==> config.mk <==
export PLATFORM = sky130hd
export DESIGN_NAME = axi_sim_responder
export DESIGN_NICKNAME = d
export VERILOG_FILES = /design/src/hw/axi_sim_pkg.sv /design/src/hw/axi_sim_responder.sv /design/src/hw/latency_timer.sv /design/src/hw/read_channel_fsm.sv /design/src/hw/uart_capture.sv /design/src/hw/write_channel_fsm.sv
export VERILOG_INCLUDE_DIRS = /design/src /design/src/hw
export SDC_FILE = /design/constraint.sdc
export NUM_CORES = 1
export LEC_CHECK = 0
export ABC_AREA = 0
export BUFFER_PORTS_ARGS = -buffer_cell sky130_fd_sc_hd__buf_4
export CORE_ASPECT_RATIO = 1.2
export CORE_MARGIN = 2
export CORE_UTILIZATION = 30
export DETAILED_ROUTE_END_ITERATION = 16
export GPL_ROUTABILITY_DRIVEN = 0
export PLACE_DENSITY = 0.66
export REMOVE_ABC_BUFFERS = 1
export SYNTH_ARGS = -nofsm -noshare
export SYNTH_HDL_FRONTEND = slang
export SYNTH_HIERARCHICAL = 1
export SYNTH_SLANG_ARGS = --single-unit
==> constraint.sdc <==
create_clock -name clk -period 2 [get_ports clk]
set_clock_uncertainty 0.1 [all_clocks]
set_input_delay 0.4 -clock clk [delete_from_list [all_inputs] [get_ports clk]]
set_output_delay 0.4 -clock clk [all_outputs]
set_load 0.005 [all_outputs]
==> src/hw/axi_sim_params.svh <==
// latency, width and address constants for the simulated AXI slave
// read word returned on every read, console offset and decode width

`ifndef AXI_SIM_PARAMS_SVH
`define AXI_SIM_PARAMS_SVH

// wait in cycles between address accept and response
`define SIM_READ_LATENCY 5
`define SIM_WRITE_LATENCY 5

// fixed read payload
`define SIM_READ_WORD 32'hFFFF_FF21

// console byte sink, matched on the low address bits only
`define UART_ADDR 4096
`define UART_DECODE_BITS 14

// bus and counter widths
`define SIM_ADDR_W 32
`define SIM_DATA_W 32
`define SIM_TIMER_W 4

`endif

==> src/hw/axi_sim_pkg.sv <==
// shared types for the simulated AXI slave
// bus vectors, console byte, countdown value and channel FSM states

`default_nettype none

`include "axi_sim_params.svh"

package axi_sim_pkg;

    //////////////////////////////////////////////////////////////////////
    // bus and payload vectors
    typedef logic [`SIM_ADDR_W-1:0] addr_t;
    typedef logic [`SIM_DATA_W-1:0] data_t;

    // one console character
    typedef logic [7:0] uart_byte_t;

    // countdown value held by each latency timer
    typedef logic [`SIM_TIMER_W-1:0] timer_t;

    //////////////////////////////////////////////////////////////////////
    // channel FSMs
    typedef enum logic [1:0] {
        RD_IDLE,
        RD_WAIT,
        RD_RESP
    } read_state_t;

    typedef enum logic [1:0] {
        WR_IDLE,
        WR_WAIT,
        WR_DATA,
        WR_RESP
    } write_state_t;

endpackage

`default_nettype wire

==> src/hw/axi_sim_responder.sv <==
// top level of the simulated AXI slave
// read and write channel FSMs with their timers, plus console capture

`default_nettype none

`include "axi_sim_params.svh"

module axi_sim_responder
    import axi_sim_pkg::*;
(
    input  logic       clk,
    input  logic       rst,
    // read address and data
    input  logic       arvalid,
    output logic       arready,
    input  addr_t      araddr,
    output logic       rvalid,
    input  logic       rready,
    output data_t      rdata,
    // write address, data and response
    input  logic       awvalid,
    output logic       awready,
    input  addr_t      awaddr,
    input  logic       wvalid,
    output logic       wready,
    input  data_t      wdata,
    output logic       bvalid,
    input  logic       bready,
    // console
    output logic       write_uart,
    output uart_byte_t uart_byte
);

    logic rd_timer_load;
    logic rd_timer_zero;
    logic wr_timer_load;
    logic wr_timer_zero;
    logic aw_fire;
    logic w_fire;

    //////////////////////////////////////////////////////////////////////
    // read side, araddr unused since every read returns the same word
    read_channel_fsm u_read_fsm (
        .clk        (clk),
        .rst        (rst),
        .arvalid    (arvalid),
        .rready     (rready),
        .arready    (arready),
        .rvalid     (rvalid),
        .rdata      (rdata),
        .timer_load (rd_timer_load),
        .timer_zero (rd_timer_zero)
    );

    latency_timer #(
        .LATENCY (`SIM_READ_LATENCY)
    ) rd_timer (
        .clk  (clk),
        .rst  (rst),
        .load (rd_timer_load),
        .zero (rd_timer_zero)
    );

    //////////////////////////////////////////////////////////////////////
    // write side, independent of the read side
    write_channel_fsm u_write_fsm (
        .clk        (clk),
        .rst        (rst),
        .awvalid    (awvalid),
        .wvalid     (wvalid),
        .bready     (bready),
        .awready    (awready),
        .wready     (wready),
        .bvalid     (bvalid),
        .aw_fire    (aw_fire),
        .w_fire     (w_fire),
        .timer_load (wr_timer_load),
        .timer_zero (wr_timer_zero)
    );

    latency_timer #(
        .LATENCY (`SIM_WRITE_LATENCY)
    ) wr_timer (
        .clk  (clk),
        .rst  (rst),
        .load (wr_timer_load),
        .zero (wr_timer_zero)
    );

    // console sink
    uart_capture u_uart_capture (
        .clk        (clk),
        .rst        (rst),
        .awaddr     (awaddr),
        .aw_fire    (aw_fire),
        .wdata      (wdata),
        .w_fire     (w_fire),
        .write_uart (write_uart),
        .uart_byte  (uart_byte)
    );

endmodule

`default_nettype wire

==> src/hw/latency_timer.sv <==
// reloadable countdown timer
// load sets the count to LATENCY, zero flags an expired count

`default_nettype none

`include "axi_sim_params.svh"

module latency_timer
    import axi_sim_pkg::*;
#(
    parameter int LATENCY = `SIM_READ_LATENCY
) (
    input  logic clk,
    input  logic rst,
    input  logic load,
    output logic zero
);

    timer_t count;

    // reload wins over the decrement
    always_ff @(posedge clk) begin
        if (rst) begin
            count <= '0;
        end else if (load) begin
            count <= timer_t'(LATENCY);
        end else if (count != '0) begin
            count <= count - 1'b1;
        end
    end

    // level, stays high until the next load
    assign zero = (count == '0);

    // owner FSM only reloads an idle timer
    // a reload mid count would stretch the previous wait
    a_load_when_idle : assert property (
        @(posedge clk) disable iff (rst)
        load |-> (count == '0)
    ) else $error("timer reloaded while still counting");

endmodule

`default_nettype wire

==> src/hw/read_channel_fsm.sv <==
// read channel FSM for the simulated slave
// accepts one address, waits on its timer, presents the fixed read word

`default_nettype none

`include "axi_sim_params.svh"

module read_channel_fsm
    import axi_sim_pkg::*;
(
    input  logic  clk,
    input  logic  rst,
    input  logic  arvalid,
    input  logic  rready,
    output logic  arready,
    output logic  rvalid,
    output data_t rdata,
    output logic  timer_load,
    input  logic  timer_zero
);

    read_state_t state;
    read_state_t state_next;

    logic ar_fire;
    logic r_fire;

    // transfers on valid and ready at the same edge
    assign ar_fire = arvalid && arready;
    assign r_fire  = rvalid && rready;

    // start the wait on the address edge itself
    assign timer_load = ar_fire;

    //////////////////////////////////////////////////////////////////////
    // next state
    always_comb begin
        state_next = state;
        case (state)
            RD_IDLE: begin
                if (ar_fire) begin
                    state_next = RD_WAIT;
                end
            end
            RD_WAIT: begin
                // count is already loaded when first seen here
                if (timer_zero) begin
                    state_next = RD_RESP;
                end
            end
            RD_RESP: begin
                if (r_fire) begin
                    state_next = RD_IDLE;
                end
            end
            default: begin
                state_next = RD_IDLE;
            end
        endcase
    end

    //////////////////////////////////////////////////////////////////////
    // state and handshake outputs
    always_ff @(posedge clk) begin
        if (rst) begin
            state   <= RD_IDLE;
            arready <= 1'b1;
            rvalid  <= 1'b0;
        end else begin
            state   <= state_next;
            // one idle cycle after the response before a new address
            arready <= (state == RD_IDLE) && !ar_fire;
            // held through rready back-pressure
            rvalid  <= (state_next == RD_RESP);
        end
    end

    // read word captured as the wait ends
    always_ff @(posedge clk) begin
        if ((state == RD_WAIT) && timer_zero) begin
            rdata <= `SIM_READ_WORD;
        end
    end

    // only one read in flight
    a_no_addr_during_resp : assert property (
        @(posedge clk) disable iff (rst)
        !(rvalid && arready)
    ) else $error("arready high while a read response is pending");

endmodule

`default_nettype wire

==> src/hw/uart_capture.sv <==
// console capture for the simulated slave
// latches the write address, decodes the console offset,
// emits the written byte with a one-cycle strobe

`default_nettype none

`include "axi_sim_params.svh"

module uart_capture
    import axi_sim_pkg::*;
(
    input  logic       clk,
    input  logic       rst,
    input  addr_t      awaddr,
    input  logic       aw_fire,
    input  data_t      wdata,
    input  logic       w_fire,
    output logic       write_uart,
    output uart_byte_t uart_byte
);

    localparam logic [`UART_DECODE_BITS-1:0] UART_OFFSET = `UART_DECODE_BITS'(`UART_ADDR);

    addr_t aw_addr_q;
    logic  uart_hit;

    // address held for the whole write, bus may change after the aw edge
    always_ff @(posedge clk) begin
        if (aw_fire) begin
            aw_addr_q <= awaddr;
        end
    end

    // upper bits ignored, console aliases every 16 KiB
    assign uart_hit = (aw_addr_q[`UART_DECODE_BITS-1:0] == UART_OFFSET);

    // strobe
    always_ff @(posedge clk) begin
        if (rst) begin
            write_uart <= 1'b0;
        end else begin
            write_uart <= w_fire && uart_hit;
        end
    end

    // low byte only
    always_ff @(posedge clk) begin
        if (w_fire && uart_hit) begin
            uart_byte <= wdata[7:0];
        end
    end

endmodule

`default_nettype wire

==> src/hw/write_channel_fsm.sv <==
// write channel FSM for the simulated slave
// address accept, fixed wait, data accept, then the write response
// pulses aw_fire and w_fire for the console capture

`default_nettype none

`include "axi_sim_params.svh"

module write_channel_fsm
    import axi_sim_pkg::*;
(
    input  logic clk,
    input  logic rst,
    input  logic awvalid,
    input  logic wvalid,
    input  logic bready,
    output logic awready,
    output logic wready,
    output logic bvalid,
    output logic aw_fire,
    output logic w_fire,
    output logic timer_load,
    input  logic timer_zero
);

    write_state_t state;
    write_state_t state_next;

    logic b_fire;

    //////////////////////////////////////////////////////////////////////
    // channel transfers
    assign aw_fire = awvalid && awready;
    assign w_fire  = wvalid && wready;
    assign b_fire  = bvalid && bready;

    // wait starts on the address edge
    assign timer_load = aw_fire;

    //////////////////////////////////////////////////////////////////////
    // next state
    always_comb begin
        state_next = state;
        case (state)
            WR_IDLE: begin
                if (aw_fire) begin
                    state_next = WR_WAIT;
                end
            end
            WR_WAIT: begin
                if (timer_zero) begin
                    state_next = WR_DATA;
                end
            end
            WR_DATA: begin
                // single beat, response follows at once
                if (w_fire) begin
                    state_next = WR_RESP;
                end
            end
            WR_RESP: begin
                if (b_fire) begin
                    state_next = WR_IDLE;
                end
            end
            default: begin
                state_next = WR_IDLE;
            end
        endcase
    end

    //////////////////////////////////////////////////////////////////////
    // state and handshake outputs
    always_ff @(posedge clk) begin
        if (rst) begin
            state   <= WR_IDLE;
            awready <= 1'b1;
            wready  <= 1'b0;
            bvalid  <= 1'b0;
        end else begin
            state   <= state_next;
            // back one cycle after the b transfer
            awready <= (state == WR_IDLE) && !aw_fire;
            // wready falls and bvalid rises on the w transfer edge
            wready  <= (state_next == WR_DATA);
            bvalid  <= (state_next == WR_RESP);
        end
    end

    // data phase and response phase never overlap
    a_data_resp_exclusive : assert property (
        @(posedge clk) disable iff (rst)
        !(wready && bvalid)
    ) else $error("wready and bvalid high together");

endmodule

`default_nettype wire

==> flow_metrics.tcl <==
set metrics [dict create \
    finalHoldViolCount 0 \
    antenna_found_initial 0 \
    drt_first_iter_violations 11 \
    fp-row-count 30 \
    n_fill_cell 598 \
    grt_pass1_vias 1001 \
    synthCells 147 \
    period_minus_slack_ps 1800 \
    dpl_cell_area_sq_um 2070 \
    cts_buffers 5 \
    drv_cap 0 \
    post_cts_buffers 0 \
    die_area_sq_um 6570 \
    synth-seq-cells 40 \
    layout.nets 301 \
    path_class "reg2reg" \
    wl_per_cell_um 9.69 \
    remaining_drc_errors 0 \
    syn_to_final_growth_pct 22.6 \
    utilization_pct 38.3 \
    diodes 0 \
    arrival_ps 1700 \
    p_per_area_nw_per_um2 1050 \
    cp_cell_sequence "or4_4 -> nor4_2 -> buf_4" \
    slew_viol_final 0 \
    die_x_um 74.3 \
    hpwl_um 1980 \
    yosysUniqueCellTypes 31 \
    root_buffer "clkbuf_8" \
    stdcell_area_sq_um 2180 \
    fin_cells 275 \
    ys_warn_count 6 \
    htreeDepth 2 \
    ant_nets 0 \
    p_leak_nw 0.921 \
    postCtsHoldBufs 0 \
    finalCritPeriodShare_pct 89.9 \
    slew-limit-headroom_pct 59.2 \
    required_ps 1900 \
    finalPower_mw 2.30 \
    cts-resized-gates 0 \
    syn-cell-area_sq_um 1780 \
    status "finished clean" \
    first_pass_iters 3 \
    critPathBufInv 1 \
    grt_usage_pct 8.61 \
    initial_core_util_pct 31.2 \
    tritoncts "done" \
    clk_latency_ps 290 \
    crit_family "simple AND/OR/NAND/NOR gates" \
    min_path_type "in2reg" \
    fmax_mhz 556 \
    coreArea_sq_um 5710 \
    synth_seq_area_share_pct 57.3 \
    clock_path_buffers 2 \
    ir_drop_mv 0.471 \
    place_ws_ps 190 \
    dp_cells 267 \
    worstMarginPinSlew_ps 611 \
    final.setup.worst_slack_ps 201 \
    fin_hold_ws_ps 182 \
    io_pins 149 \
    drive_above_1_share_pct 32.3 \
    grt_start_max_net_pins 18 \
    io_buffers 42 \
    rsz0062_at_grt "no" \
    finalSetupViolations 0 \
    slowest_stage "or4_4" \
    clkTransAtPathRegs_ps 80 \
    finalSetupTns_ps 0 \
    end_kind "flip-flop" \
    drt_wl_total_um 2660 \
    avgSynthCellArea_sq_um 12.1 \
    vias 1089 \
    critPathLaunchType "flip-flop" \
    cpPeakStageDelay_ps 560 \
    grt_overflow 0 \
    clock_sinks 40 \
    crit_fanout 8 \
    vias_per_cell 3.96 \
    r2r_slack_ps 200 \
    grt_pass1_wl_um 4200 \
    die_h_um 88.4 \
]
[cell usage in the layout, fill, tap and decap left out, drive strengths merged, types with 2 or more instances in the layout]
| master | count |
|---|---|
| a2111oi | 2 |
| a21o | 2 |
| a21oi | 8 |
| a31oi | 2 |
| buf | 43 |
| clkbuf | 5 |
| conb | 32 |
| dfxtp | 18 |
| edfxtp | 22 |
| ha | 4 |
| inv | 11 |
| mux2i | 2 |
| nand2 | 6 |
| nand3b | 3 |
| nor2 | 6 |
| nor3 | 6 |
| nor4 | 2 |
| or2b | 4 |
| or3b | 2 |
| or4 | 3 |
| xnor2 | 2 |
[worst register-to-register path, cell delays in order (launching register included)]
cell and delay, ps:
edfxtp_1 380, or4_4 560, nor4_2 270, buf_4 200
[flip-flops by register name, indices dropped and copies added (netlist names), 2 cells and up]
signal and flops:
u_write_fsm/state 2, rd_timer/count 4, u_uart_capture/aw_addr_q 14, u_read_fsm/state 2
wr_timer/count 4, u_uart_capture/uart_byte 8
[per-layer routing]
| metal | global-route usage, % | vias up | wire, um |
|---|---|---|---|
| met4 | 5.36 | 0 | 40 |
| met5 | 0 | - | 0 |
| met3 | 3.30 | 2 | 202 |
| li1 | - | 538 | - |
| met2 | 13.6 | 46 | 1290 |
| met1 | 9.71 | 503 | 1130 |
[power breakdown]
group | switching [mW] | internal (mW)
Clock | 0.287 | 0.376
Sequential | 0.0835 | 0.991
Combinational | 0.262 | 0.301
[cell usage after synthesis, drive strengths merged]
| cell | n | area, sq um |
|---|---|---|
| or3b | 2 | 22.5 |
| inv | 10 | 37.5 |
| xnor2 | 2 | 17.5 |
| a221oi | 1 | 8.76 |
| nand3 | 1 | 5.00 |
| mux2i | 2 | 20.0 |
| nand4bb | 1 | 11.3 |
| or4 | 3 | 30.0 |
| a21oi | 8 | 40.0 |
| ha | 4 | 50.1 |
| conb | 2 | 7.51 |
| and2 | 1 | 6.26 |
| buf | 33 | 248 |
| a2111oi | 2 | 30.0 |
| nor4 | 2 | 25.0 |
| or3 | 1 | 6.26 |
| a31oi | 2 | 12.5 |
| mux2 | 1 | 15.0 |
| a31o | 1 | 8.76 |
| nor2 | 6 | 22.5 |
| nand2 | 6 | 22.5 |
| nand3b | 3 | 22.5 |
| a21o | 2 | 16.3 |
| or2b | 4 | 30.0 |
| nor2b | 1 | 8.76 |
| edfxtp | 22 | 661 |
| dfxtp | 18 | 360 |
| nor3 | 6 | 35.0 |
[path summary, 6_finish.rpt]
kind | start | to | cells past startpoint
setup / recovery | u_uart_capture/aw_addr_q[9]$_DFFE_PP_ | u_uart_capture/uart_byte[6]$_DFFE_PP_ | 3
hold / removal | awaddr[9] | u_uart_capture/aw_addr_q[9]$_DFFE_PP_ | 1
setup reg to reg | u_uart_capture/aw_addr_q[9]$_DFFE_PP_ | u_uart_capture/uart_byte[6]$_DFFE_PP_ | 3
hold reg to reg | u_read_fsm/state[1]$_SDFF_PP0_ | u_read_fsm/state[0]$_SDFF_PP0_ | 1
[kinds of logic after synthesis]
family,count (synthesis),share of synthesized area (%)
DFF,40,57.3
xor gates and xnor gates,2,0.984
muxes,3,1.97
buffers and inverters,43,16.0
and+or+nand+nor,37,13.9
adders and majority gates,4,2.81
other,2,0.422
AOI/OAI and AO/OA,16,6.54
[area by class of cell]
cell class	instances	area (sq um)	area share, %
sequential	40	1020	46.8
multi-input combinational	94	587	26.9
timing repair buffer	43	323	14.8
tap	80	100	4.58
clock buffer	5	68.8	3.15
clock inverter	3	46.3	2.12
inverter	10	37.5	1.72
Power figures use the tool's default switching activity.
